### src/rtl/udp_pkg.sv
package udp_pkg;

    // Multi-byte addresses keep the first byte on the wire in bits 7:0
    typedef logic [47:0] mac_t;
    typedef logic [31:0] ipv4_t;
    typedef logic [4:0]  reg_addr_t;    // Byte address
    typedef logic [31:0] reg_data_t;
    typedef logic [63:0] axis_data_t;
    typedef logic [7:0]  axis_keep_t;
    typedef logic [4:0]  word_index_t;  // 0 to FRAME_WORDS-1

    typedef enum logic {
        SEQ_IDLE,
        SEQ_SEND
    } seq_state_t;

    // Frame geometry
    localparam int FRAME_WORDS       = 22;
    localparam int HEADER_BYTES      = 42;  // Ethernet 14 + IPv4 20 + UDP 8
    localparam int PAYLOAD_HALFWORDS = 64;
    localparam axis_keep_t LAST_KEEP = 8'h03;  // 170 bytes leave 2 in the last word
    localparam axis_keep_t FULL_KEEP = 8'hFF;

    // Register map
    localparam reg_addr_t ADDR_SENT_COUNT = 5'h00;
    localparam reg_addr_t ADDR_TIMER      = 5'h04;
    localparam reg_addr_t ADDR_DELAY      = 5'h08;
    localparam reg_addr_t ADDR_DST_MAC_LO = 5'h0C;
    localparam reg_addr_t ADDR_DST_MAC_HI = 5'h10;
    localparam reg_addr_t ADDR_SRC_IP     = 5'h14;
    localparam reg_addr_t ADDR_DST_IP     = 5'h18;

    // Fixed header fields, numeric values
    localparam mac_t        SRC_MAC        = 48'h5E_4D_3C_2B_1A_00;  // 00:1A:2B:3C:4D:5E
    localparam logic [15:0] ETHERTYPE_IPV4 = 16'h0800;
    localparam logic [7:0]  IP_VER_IHL     = 8'h45;
    localparam logic [15:0] IP_TOTAL_LEN   = 16'd156;
    localparam logic [15:0] IP_IDENT       = 16'd1;
    localparam logic [15:0] IP_FLAGS_FRAG  = 16'h4000;  // Don't fragment
    localparam logic [7:0]  IP_TTL         = 8'd255;
    localparam logic [7:0]  IP_PROTO_UDP   = 8'd17;
    localparam logic [15:0] UDP_PORT       = 16'd60133;
    localparam logic [15:0] UDP_LEN        = 16'd136;
    localparam logic [15:0] UDP_CHECKSUM   = 16'h0000;

    localparam mac_t  RST_DST_MAC = 48'hFFFF_FFFF_FFFF;
    localparam ipv4_t RST_SRC_IP  = 32'h6304_A8C0;  // 192.168.4.99
    localparam ipv4_t RST_DST_IP  = 32'h0104_A8C0;  // 192.168.4.1

endpackage

### src/rtl/udp_ctrl_regs.sv
`timescale 1ns/1ps

module udp_ctrl_regs #(
    parameter udp_pkg::reg_data_t reset_delay = 32'd10_000_000
) (
    input  logic                m00_axis_aclk,
    input  logic                m00_axis_aresetn,
    input  logic                reg_wr_en,
    input  logic                reg_rd_en,
    input  udp_pkg::reg_addr_t  reg_addr,
    input  udp_pkg::reg_data_t  reg_wdata,
    input  logic                packet_sent,
    input  udp_pkg::reg_data_t  timer_count,
    output udp_pkg::reg_data_t  reg_rdata,
    output logic                reg_rvalid,
    output udp_pkg::reg_data_t  packet_delay,
    output udp_pkg::mac_t       dst_mac,
    output udp_pkg::ipv4_t      src_ip,
    output udp_pkg::ipv4_t      dst_ip
);

    import udp_pkg::*;

    reg_data_t sent_count;
    reg_data_t rd_mux;

    // Writable fields
    always_ff @(posedge m00_axis_aclk or negedge m00_axis_aresetn) begin
        if (!m00_axis_aresetn) begin
            packet_delay <= reset_delay;
            dst_mac      <= RST_DST_MAC;
            src_ip       <= RST_SRC_IP;
            dst_ip       <= RST_DST_IP;
        end else if (reg_wr_en) begin
            case (reg_addr)
                ADDR_DELAY:      packet_delay   <= reg_wdata;
                ADDR_DST_MAC_LO: dst_mac[47:16] <= reg_wdata;  // MAC bytes 2..5
                ADDR_DST_MAC_HI: dst_mac[15:0]  <= reg_wdata[15:0];
                ADDR_SRC_IP:     src_ip         <= reg_wdata;
                ADDR_DST_IP:     dst_ip         <= reg_wdata;
                default: ;  // Read-only or unmapped
            endcase
        end
    end

    always_ff @(posedge m00_axis_aclk or negedge m00_axis_aresetn) begin
        if (!m00_axis_aresetn) begin
            sent_count <= '0;
        end else if (packet_sent) begin
            sent_count <= sent_count + 1'b1;
        end
    end

    always_comb begin
        case (reg_addr)
            ADDR_SENT_COUNT: rd_mux = sent_count;
            ADDR_TIMER:      rd_mux = timer_count;
            ADDR_DELAY:      rd_mux = packet_delay;
            ADDR_DST_MAC_LO: rd_mux = dst_mac[47:16];
            ADDR_DST_MAC_HI: rd_mux = {16'h0000, dst_mac[15:0]};
            ADDR_SRC_IP:     rd_mux = src_ip;
            ADDR_DST_IP:     rd_mux = dst_ip;
            default:         rd_mux = '0;
        endcase
    end

    // Read data lands together with the valid pulse
    always_ff @(posedge m00_axis_aclk) begin
        if (reg_rd_en) begin
            reg_rdata <= rd_mux;
        end
    end

    always_ff @(posedge m00_axis_aclk or negedge m00_axis_aresetn) begin
        if (!m00_axis_aresetn) begin
            reg_rvalid <= 1'b0;
        end else begin
            reg_rvalid <= reg_rd_en;  // One cycle per request
        end
    end

endmodule

### src/rtl/ipv4_checksum.sv
`timescale 1ns/1ps

module ipv4_checksum (
    input  logic            m00_axis_aclk,
    input  logic            m00_axis_aresetn,
    input  udp_pkg::ipv4_t  src_ip,
    input  udp_pkg::ipv4_t  dst_ip,
    output logic [15:0]     ip_checksum
);

    import udp_pkg::*;

    // Ten header words, checksum field counted as zero
    function automatic logic [15:0] header_checksum(input ipv4_t src, input ipv4_t dst);
        logic [19:0] sum;
        sum = 20'({IP_VER_IHL, 8'h00})        // TOS is 0
            + 20'(IP_TOTAL_LEN)
            + 20'(IP_IDENT)
            + 20'(IP_FLAGS_FRAG)
            + 20'({IP_TTL, IP_PROTO_UDP})
            + 20'({src[7:0], src[15:8]})      // Octets go out first octet first
            + 20'({src[23:16], src[31:24]})
            + 20'({dst[7:0], dst[15:8]})
            + 20'({dst[23:16], dst[31:24]});
        sum = 20'(sum[15:0]) + 20'(sum[19:16]);  // End-around carry
        sum = 20'(sum[15:0]) + 20'(sum[19:16]);  // Second fold catches its own carry
        return ~sum[15:0];
    endfunction

    localparam logic [15:0] RST_CHECKSUM = header_checksum(RST_SRC_IP, RST_DST_IP);

    always_ff @(posedge m00_axis_aclk or negedge m00_axis_aresetn) begin
        if (!m00_axis_aresetn) begin
            ip_checksum <= RST_CHECKSUM;
        end else begin
            ip_checksum <= header_checksum(src_ip, dst_ip);
        end
    end

endmodule

### src/rtl/udp_frame_builder.sv
`timescale 1ns/1ps

module udp_frame_builder (
    input  udp_pkg::word_index_t  word_index,
    input  udp_pkg::mac_t         dst_mac,
    input  udp_pkg::ipv4_t        src_ip,
    input  udp_pkg::ipv4_t        dst_ip,
    input  logic [15:0]           ip_checksum,
    output udp_pkg::axis_data_t   frame_word
);

    import udp_pkg::*;

    localparam int HEADER_BITS = 8 * HEADER_BYTES;
    localparam int PAYLOAD_END = HEADER_BYTES + 2 * PAYLOAD_HALFWORDS;

    // Frame byte n sits at bits 8n and up
    logic [HEADER_BITS-1:0] header_bytes;

    // Puts a 16-bit field into byte order on the wire
    function automatic logic [15:0] be16(input logic [15:0] value);
        return {value[7:0], value[15:8]};
    endfunction

    function automatic logic [7:0] frame_byte(input logic [HEADER_BITS-1:0] hdr,
                                              input logic [7:0] n);
        logic [7:0]  p;
        logic [5:0]  k;
        logic [15:0] half;
        p    = n - 8'(HEADER_BYTES);
        k    = p[6:1];  // Payload half-word index
        half = k[0] ? 16'(8'd255 - 8'(k[5:1])) : 16'(k[5:1]);
        if (n < 8'(HEADER_BYTES)) begin
            return hdr[8*n +: 8];
        end else if (n < 8'(PAYLOAD_END)) begin
            return p[0] ? half[15:8] : half[7:0];  // Half-word stored low byte first
        end else begin
            return 8'h00;  // Tail of word 21
        end
    endfunction

    always_comb begin
        header_bytes = '0;
        // Ethernet
        header_bytes[0   +: 48] = dst_mac;
        header_bytes[48  +: 48] = SRC_MAC;
        header_bytes[96  +: 16] = be16(ETHERTYPE_IPV4);
        // IPv4 from byte 14
        header_bytes[112 +: 8]  = IP_VER_IHL;
        header_bytes[120 +: 8]  = 8'h00;
        header_bytes[128 +: 16] = be16(IP_TOTAL_LEN);
        header_bytes[144 +: 16] = be16(IP_IDENT);
        header_bytes[160 +: 16] = be16(IP_FLAGS_FRAG);
        header_bytes[176 +: 8]  = IP_TTL;
        header_bytes[184 +: 8]  = IP_PROTO_UDP;
        header_bytes[192 +: 16] = be16(ip_checksum);
        header_bytes[208 +: 32] = src_ip;  // Already in octet order
        header_bytes[240 +: 32] = dst_ip;
        // UDP from byte 34
        header_bytes[272 +: 16] = be16(UDP_PORT);
        header_bytes[288 +: 16] = be16(UDP_PORT);
        header_bytes[304 +: 16] = be16(UDP_LEN);
        header_bytes[320 +: 16] = be16(UDP_CHECKSUM);
    end

    for (genvar lane = 0; lane < 8; lane++) begin : g_lane
        assign frame_word[8*lane +: 8] = frame_byte(header_bytes, {word_index, 3'(lane)});
    end

endmodule

### src/rtl/udp_stream_sequencer.sv
`timescale 1ns/1ps

module udp_stream_sequencer (
    input  logic                  m00_axis_aclk,
    input  logic                  m00_axis_aresetn,
    input  udp_pkg::reg_data_t    packet_delay,
    input  logic                  m00_axis_tready,
    input  udp_pkg::axis_data_t   frame_word,
    output udp_pkg::word_index_t  word_index,
    output logic                  m00_axis_tvalid,
    output udp_pkg::axis_data_t   m00_axis_tdata,
    output udp_pkg::axis_keep_t   m00_axis_tkeep,
    output logic                  m00_axis_tlast,
    output logic                  packet_sent,
    output udp_pkg::reg_data_t    timer_count
);

    import udp_pkg::*;

    localparam word_index_t LAST_WORD = word_index_t'(FRAME_WORDS - 1);

    seq_state_t state;
    logic       trigger;
    logic       last_word;
    logic       beat;

    // Period timer, a delay of 0 keeps it free-running with no trigger
    always_ff @(posedge m00_axis_aclk or negedge m00_axis_aresetn) begin
        if (!m00_axis_aresetn) begin
            timer_count <= '0;
            trigger     <= 1'b0;
        end else if (packet_delay != '0 && timer_count >= packet_delay) begin
            timer_count <= '0;  // >= also recovers when the period is shortened
            trigger     <= 1'b1;
        end else begin
            timer_count <= timer_count + 1'b1;
            trigger     <= 1'b0;
        end
    end

    assign last_word = (word_index == LAST_WORD);
    assign beat      = m00_axis_tvalid && m00_axis_tready;

    always_ff @(posedge m00_axis_aclk or negedge m00_axis_aresetn) begin
        if (!m00_axis_aresetn) begin
            state      <= SEQ_IDLE;
            word_index <= '0;
        end else begin
            case (state)
                SEQ_IDLE: begin
                    if (trigger) begin
                        state      <= SEQ_SEND;
                        word_index <= '0;
                    end
                end
                SEQ_SEND: begin  // Triggers are ignored here
                    if (beat) begin
                        if (last_word) begin
                            state      <= SEQ_IDLE;
                            word_index <= '0;
                        end else begin
                            word_index <= word_index + 1'b1;
                        end
                    end
                end
                default: state <= SEQ_IDLE;
            endcase
        end
    end

    // All outputs follow registered state, so they hold under back-pressure
    assign m00_axis_tvalid = (state == SEQ_SEND);
    assign m00_axis_tlast  = m00_axis_tvalid && last_word;
    assign m00_axis_tkeep  = !m00_axis_tvalid ? '0 : (last_word ? LAST_KEEP : FULL_KEEP);
    assign m00_axis_tdata  = frame_word;
    assign packet_sent     = beat && last_word;

endmodule

### src/rtl/udp_stream_top.sv
`timescale 1ns/1ps

module udp_stream_top #(
    parameter udp_pkg::reg_data_t reset_delay = 32'd10_000_000
) (
    input  logic                 m00_axis_aclk,
    input  logic                 m00_axis_aresetn,
    input  logic                 m00_axis_tready,
    input  logic                 reg_wr_en,
    input  logic                 reg_rd_en,
    input  udp_pkg::reg_addr_t   reg_addr,
    input  udp_pkg::reg_data_t   reg_wdata,
    output logic                 m00_axis_tvalid,
    output udp_pkg::axis_data_t  m00_axis_tdata,
    output udp_pkg::axis_keep_t  m00_axis_tkeep,
    output logic                 m00_axis_tlast,
    output udp_pkg::reg_data_t   reg_rdata,
    output logic                 reg_rvalid
);

    import udp_pkg::*;

    reg_data_t   packet_delay;
    reg_data_t   timer_count;
    mac_t        dst_mac;
    ipv4_t       src_ip;
    ipv4_t       dst_ip;
    logic [15:0] ip_checksum;
    word_index_t word_index;
    axis_data_t  frame_word;
    logic        packet_sent;

    udp_ctrl_regs #(
        .reset_delay (reset_delay)
    ) u_regs (
        .m00_axis_aclk    (m00_axis_aclk),
        .m00_axis_aresetn (m00_axis_aresetn),
        .reg_wr_en        (reg_wr_en),
        .reg_rd_en        (reg_rd_en),
        .reg_addr         (reg_addr),
        .reg_wdata        (reg_wdata),
        .packet_sent      (packet_sent),
        .timer_count      (timer_count),
        .reg_rdata        (reg_rdata),
        .reg_rvalid       (reg_rvalid),
        .packet_delay     (packet_delay),
        .dst_mac          (dst_mac),
        .src_ip           (src_ip),
        .dst_ip           (dst_ip)
    );

    ipv4_checksum u_checksum (
        .m00_axis_aclk    (m00_axis_aclk),
        .m00_axis_aresetn (m00_axis_aresetn),
        .src_ip           (src_ip),
        .dst_ip           (dst_ip),
        .ip_checksum      (ip_checksum)
    );

    udp_frame_builder u_builder (
        .word_index  (word_index),
        .dst_mac     (dst_mac),
        .src_ip      (src_ip),
        .dst_ip      (dst_ip),
        .ip_checksum (ip_checksum),
        .frame_word  (frame_word)
    );

    udp_stream_sequencer u_sequencer (
        .m00_axis_aclk    (m00_axis_aclk),
        .m00_axis_aresetn (m00_axis_aresetn),
        .packet_delay     (packet_delay),
        .m00_axis_tready  (m00_axis_tready),
        .frame_word       (frame_word),
        .word_index       (word_index),
        .m00_axis_tvalid  (m00_axis_tvalid),
        .m00_axis_tdata   (m00_axis_tdata),
        .m00_axis_tkeep   (m00_axis_tkeep),
        .m00_axis_tlast   (m00_axis_tlast),
        .packet_sent      (packet_sent),
        .timer_count      (timer_count)
    );

endmodule

### config.mk
export PLATFORM = sky130hd
export DESIGN_NAME = udp_stream_top
export DESIGN_NICKNAME = d
export VERILOG_FILES = /design/src/rtl/udp_pkg.sv /design/src/rtl/udp_ctrl_regs.sv /design/src/rtl/ipv4_checksum.sv /design/src/rtl/udp_frame_builder.sv /design/src/rtl/udp_stream_sequencer.sv /design/src/rtl/udp_stream_top.sv
export SDC_FILE = /design/constraint.sdc
export NUM_CORES = 1
export LEC_CHECK = 0
export BUFFER_PORTS_ARGS = -buffer_cell sky130_fd_sc_hd__buf_2
export CAP_MARGIN = 20
export CORE_MARGIN = 3
export CORE_UTILIZATION = 45
export CTS_CLUSTER_DIAMETER = 200
export DETAILED_ROUTE_END_ITERATION = 6
export PLACE_DENSITY = 0.61
export SYNTH_ARGS = -nofsm -noshare
export SYNTH_HDL_FRONTEND = slang
export SYNTH_SLANG_ARGS = --single-unit
### constraint.sdc
create_clock -name m00_axis_aclk -period 19.8 [get_ports m00_axis_aclk]
set_input_delay 0.99 -clock m00_axis_aclk [delete_from_list [all_inputs] [get_ports m00_axis_aclk]]
set_output_delay 0.99 -clock m00_axis_aclk [all_outputs]
set_load 0.05 [all_outputs]
==> summary.md <==
| Metric | Value |
|---|---|
| CTS Buf Count | 31 |
| Slew headroom | 0.381 |
| Met2 Usage GRT | 0.425 |
| Port Buffers | 148 |
| CORE AREA | 35000 um^2 |
| Reg2Reg Launch Point | u_regs.src_ip[9] |
| Boundary Pins | 149 |
| Crit-path slowest cell | fa_1 |
| Leakage | 8.12 nW |
| RSZ-0062 raised after global routing | no |
| Crit path time final | 8360 ps |
| Net Sw Frac | 0.505 |
| Most common library cells after synthesis | dfrtp_1, mux2_2, inv_1, nor2_1, a22oi_1 |
| Grt peak-use layer | met2 |
| Via density | 6.05 |
| Syn Std Cell Area | 16200 um^2 |
| CP most frequent cell | a21oi_1 |
| H-tree Lvls | 1 |
| Cell internal pwr | 1.71 mW |
| Root Driver | clkbuf_16 |
| Die area | 38200 um^2 |
| Unique masters post-synth | 73 |
| Post-CTS setup buffers | 0 |
| Status | finished, final reports clean |
| Routability Congestion | 0.970 |
| Post-Route Utilization | 0.525 |
| Seq/Total Area, Yosys | 0.425 |
| Comb power frac | 0.589 |
| Hold crit path type | register to register |
| Max_cap viols | 0 |
| Area contributors post-synth | dfrtp_1, dfstp_2, mux2_2, edfxtp_1, ha_1 |
| Worst Path Required | 20290 ps |
| Sink Count | 264 |
| Antenna-violating nets left | 0 |
| Die height | 196 um |
| Antenna Diode Count | 0 |
| Min-Delay Endpoint | u_regs.sent_count[31] |
| Clk buf depth | 3 |
| Hold wc startpoint | u_regs.sent_count[31] |
| Starting Density | 0.462 |
| Number of global-route vias before repair | 12947 |
| Total power | 3.46 mW |
| Worst reg-to-reg path cell count | 39 |
| Layout cells sized above 1 | 0.279 |
| Synth area leader | dfrtp_1 |
| Fin crit share | 0.422 |
| CTS tree | yes |
| Initial antenna violation count | 0 |
| Hold Buf Count CTS | 0 |
| Met3 Usage GRT | 0.0747 |
| Delay of the slowest critical-path stage | 510 ps |
| Max FO, Critical Path | 7 |
| R2r setup slk | 11440 ps |
| Post-route setup TNS | 0 ps |
| Total wire length | 54.6 mm |
| Synth Register Bits | 264 |
| Area growth, synth to finish | 13.6% |
| Commonest register cell after synthesis | dfrtp_1 |
| Syn_nets | 1712 |
| Most frequent cell after synthesis | dfrtp_1 |
| Reg clk slew, reported paths | 70 ps |
| DR iter-0 viols | 1224 |
| Clock latency on the worst-skew pair | 580 ps |
| DR vias | 13108 |
| Min Hold Slack | 484 ps |
| Cts repair resizes | 0 |
| # rows | 68 |
| Routed len/inst | 25.2 um |
| Clk pwr share | 0.168 |
| DRT Pass-1 Iters | 6 |
| Global-route wire length before repair | 82.7 mm |
| Sequential Power Share | 0.243 |
| CP Capture Type | register |
| FMAX | 0.120 GHz |
| Overflow after GRT | 0 |
| Die X | 196 um |
| Setup ws final | 11440 ps |
| Worst Skew | 16.9 ps |
| Syn Inst Count | 1573 |
| Post-synth EDFFs | 32 |
| Pins over their slew limit | 0 |
| Final-stage net count | 1827 |
| Syn Area/Cell | 10.3 um^2 |
| Pre-CTS setup slack | 11560 ps |
| Dpl hpwl | 41.1 mm |
| CP Data Arrival Time | 8860 ps |
| Crit path launch type | register |
| Largest net degree at the start of global routing | 115 |
| PD cells | 189 nW/um^2 |
| Psw | 1.75 mW |
| Reg2reg end | u_checksum.ip_checksum[15] |
| Kind of critical path | register to register |
| Least-Margin Pin Slew | 929 ps |
| Hold Vio Cnt, Final | 0 |
| Asr flop ratio synth | 0.879 |
| Yosys warns | 0 |
| Hold depth | 1 |
| Met1 GRT Util | 0.402 |
| Gr usage total | 0.282 |
| Count of final setup violators | 0 |
| DRC viols | 0 |
| Area share of the largest cell type after synthesis | 0.232 |
| Max VDD drop | 280 uV |
==> metal layers <==
layer | vias to the layer above | wire (um)
met1 | 6553 | 23500
met5 | - | 0
met4 | 0 | 1720
li1 | 5890 | -
met3 | 88 | 5180
met2 | 577 | 24200
==> sequential cells by signal, indices dropped and copies added, names as in the netlist <==
register and flops:
u_regs.packet_delay 32, u_checksum.ip_checksum 16, u_sequencer.word_index 5, u_sequencer.timer_count 32, u_regs.sent_count 32, u_regs.dst_ip 32, u_regs.reg_rvalid 1, u_regs.dst_mac 48
u_sequencer.m00_axis_tvalid 1, u_regs.src_ip 32, u_sequencer.trigger 1, u_regs.reg_rdata 32
==> worst max-delay path: cells and delay by family, from the launching register on <==
| family | cells | cell delay (ps) |
|---|---|---|
| simple gates | 16 | 3050 |
| compound gates | 11 | 1900 |
| fa+ha+maj | 6 | 2250 |
| flops | 1 | 490 |
| xor+xnor | 2 | 300 |
| buf+inv | 4 | 270 |
==> worst max-delay path by stage <==
stage                                start                          to  slack, ps  cells after the start
final                     u_regs.src_ip[9]  u_checksum.ip_checksum[15]      11440                     39
after global routing      u_regs.src_ip[9]  u_checksum.ip_checksum[15]      10670                     39
after CTS                 u_regs.src_ip[9]  u_checksum.ip_checksum[15]      11490                     39
after detailed placement  u_regs.src_ip[9]  u_checksum.ip_checksum[15]      11560                     39
after global placement    u_regs.src_ip[9]  u_checksum.ip_checksum[15]      11740                     39
after floorplan           u_regs.src_ip[9]  u_checksum.ip_checksum[15]      12120                     40
==> power by group through the flow <==
stage / Clock [mW] / Sequential (mW) / Combinational, mW
final: 0.582 / 0.842 / 2.04
after global routing: 0.614 / 0.852 / 2.21
after CTS: 0.590 / 0.834 / 2.03
after detailed placement: 0 / 0.843 / 2.01
after global placement: 0 / 0.841 / 2.01
after floorplan: 0 / 0.777 / 1.52
==> cell type report <==
cell class,instances,area (um^2)
clock inverters,14,161
flip-flops and latches,264,6870
repair buffers,168,901
well taps,455,569
clock buffers,44,875
inverters,116,435
multi-input cells,1107,8550
fillers,3161,16600
==> cell families (layout without fill, tap and decap cells) <==
kind of cell	count (synthesis)	after routing	synth area share
simple gates	384	384	0.116
compound gates	369	369	0.156
flops	264	264	0.425
buf+inv	202	342	0.0490
mux	146	146	0.102
xor+xnor	111	111	0.0611
fa+ha+maj	97	97	0.0904
==> through the flow <==
step | cell area (um^2) | std cells
after floorplan | 16200 | 1573
after global placement | 17300 | 2110
after detailed placement | 17300 | 2110
after CTS | 18400 | 2168
after global routing | 18400 | 2168
final | 18400 | 2168
==> cell usage in the layout, fill, tap and decap left out, types with 20 or more instances in the layout <==
cell / instances
inv_1: 116
dfstp_2: 82
clkbuf_16: 31
buf_2: 147
a211oi_1: 35
a22oi_1: 99
ha_1: 64
mux2_2: 145
and3_1: 22
xnor2_1: 66
nand2_1: 86
edfxtp_1: 32
a21oi_1: 68
nor2_1: 96
nand3_1: 71
fa_1: 33
a21o_1: 23
dfrtp_1: 149
buf_4: 20
xor2_1: 43
o21ai_0: 61
(Power assumes the default switching activity.)
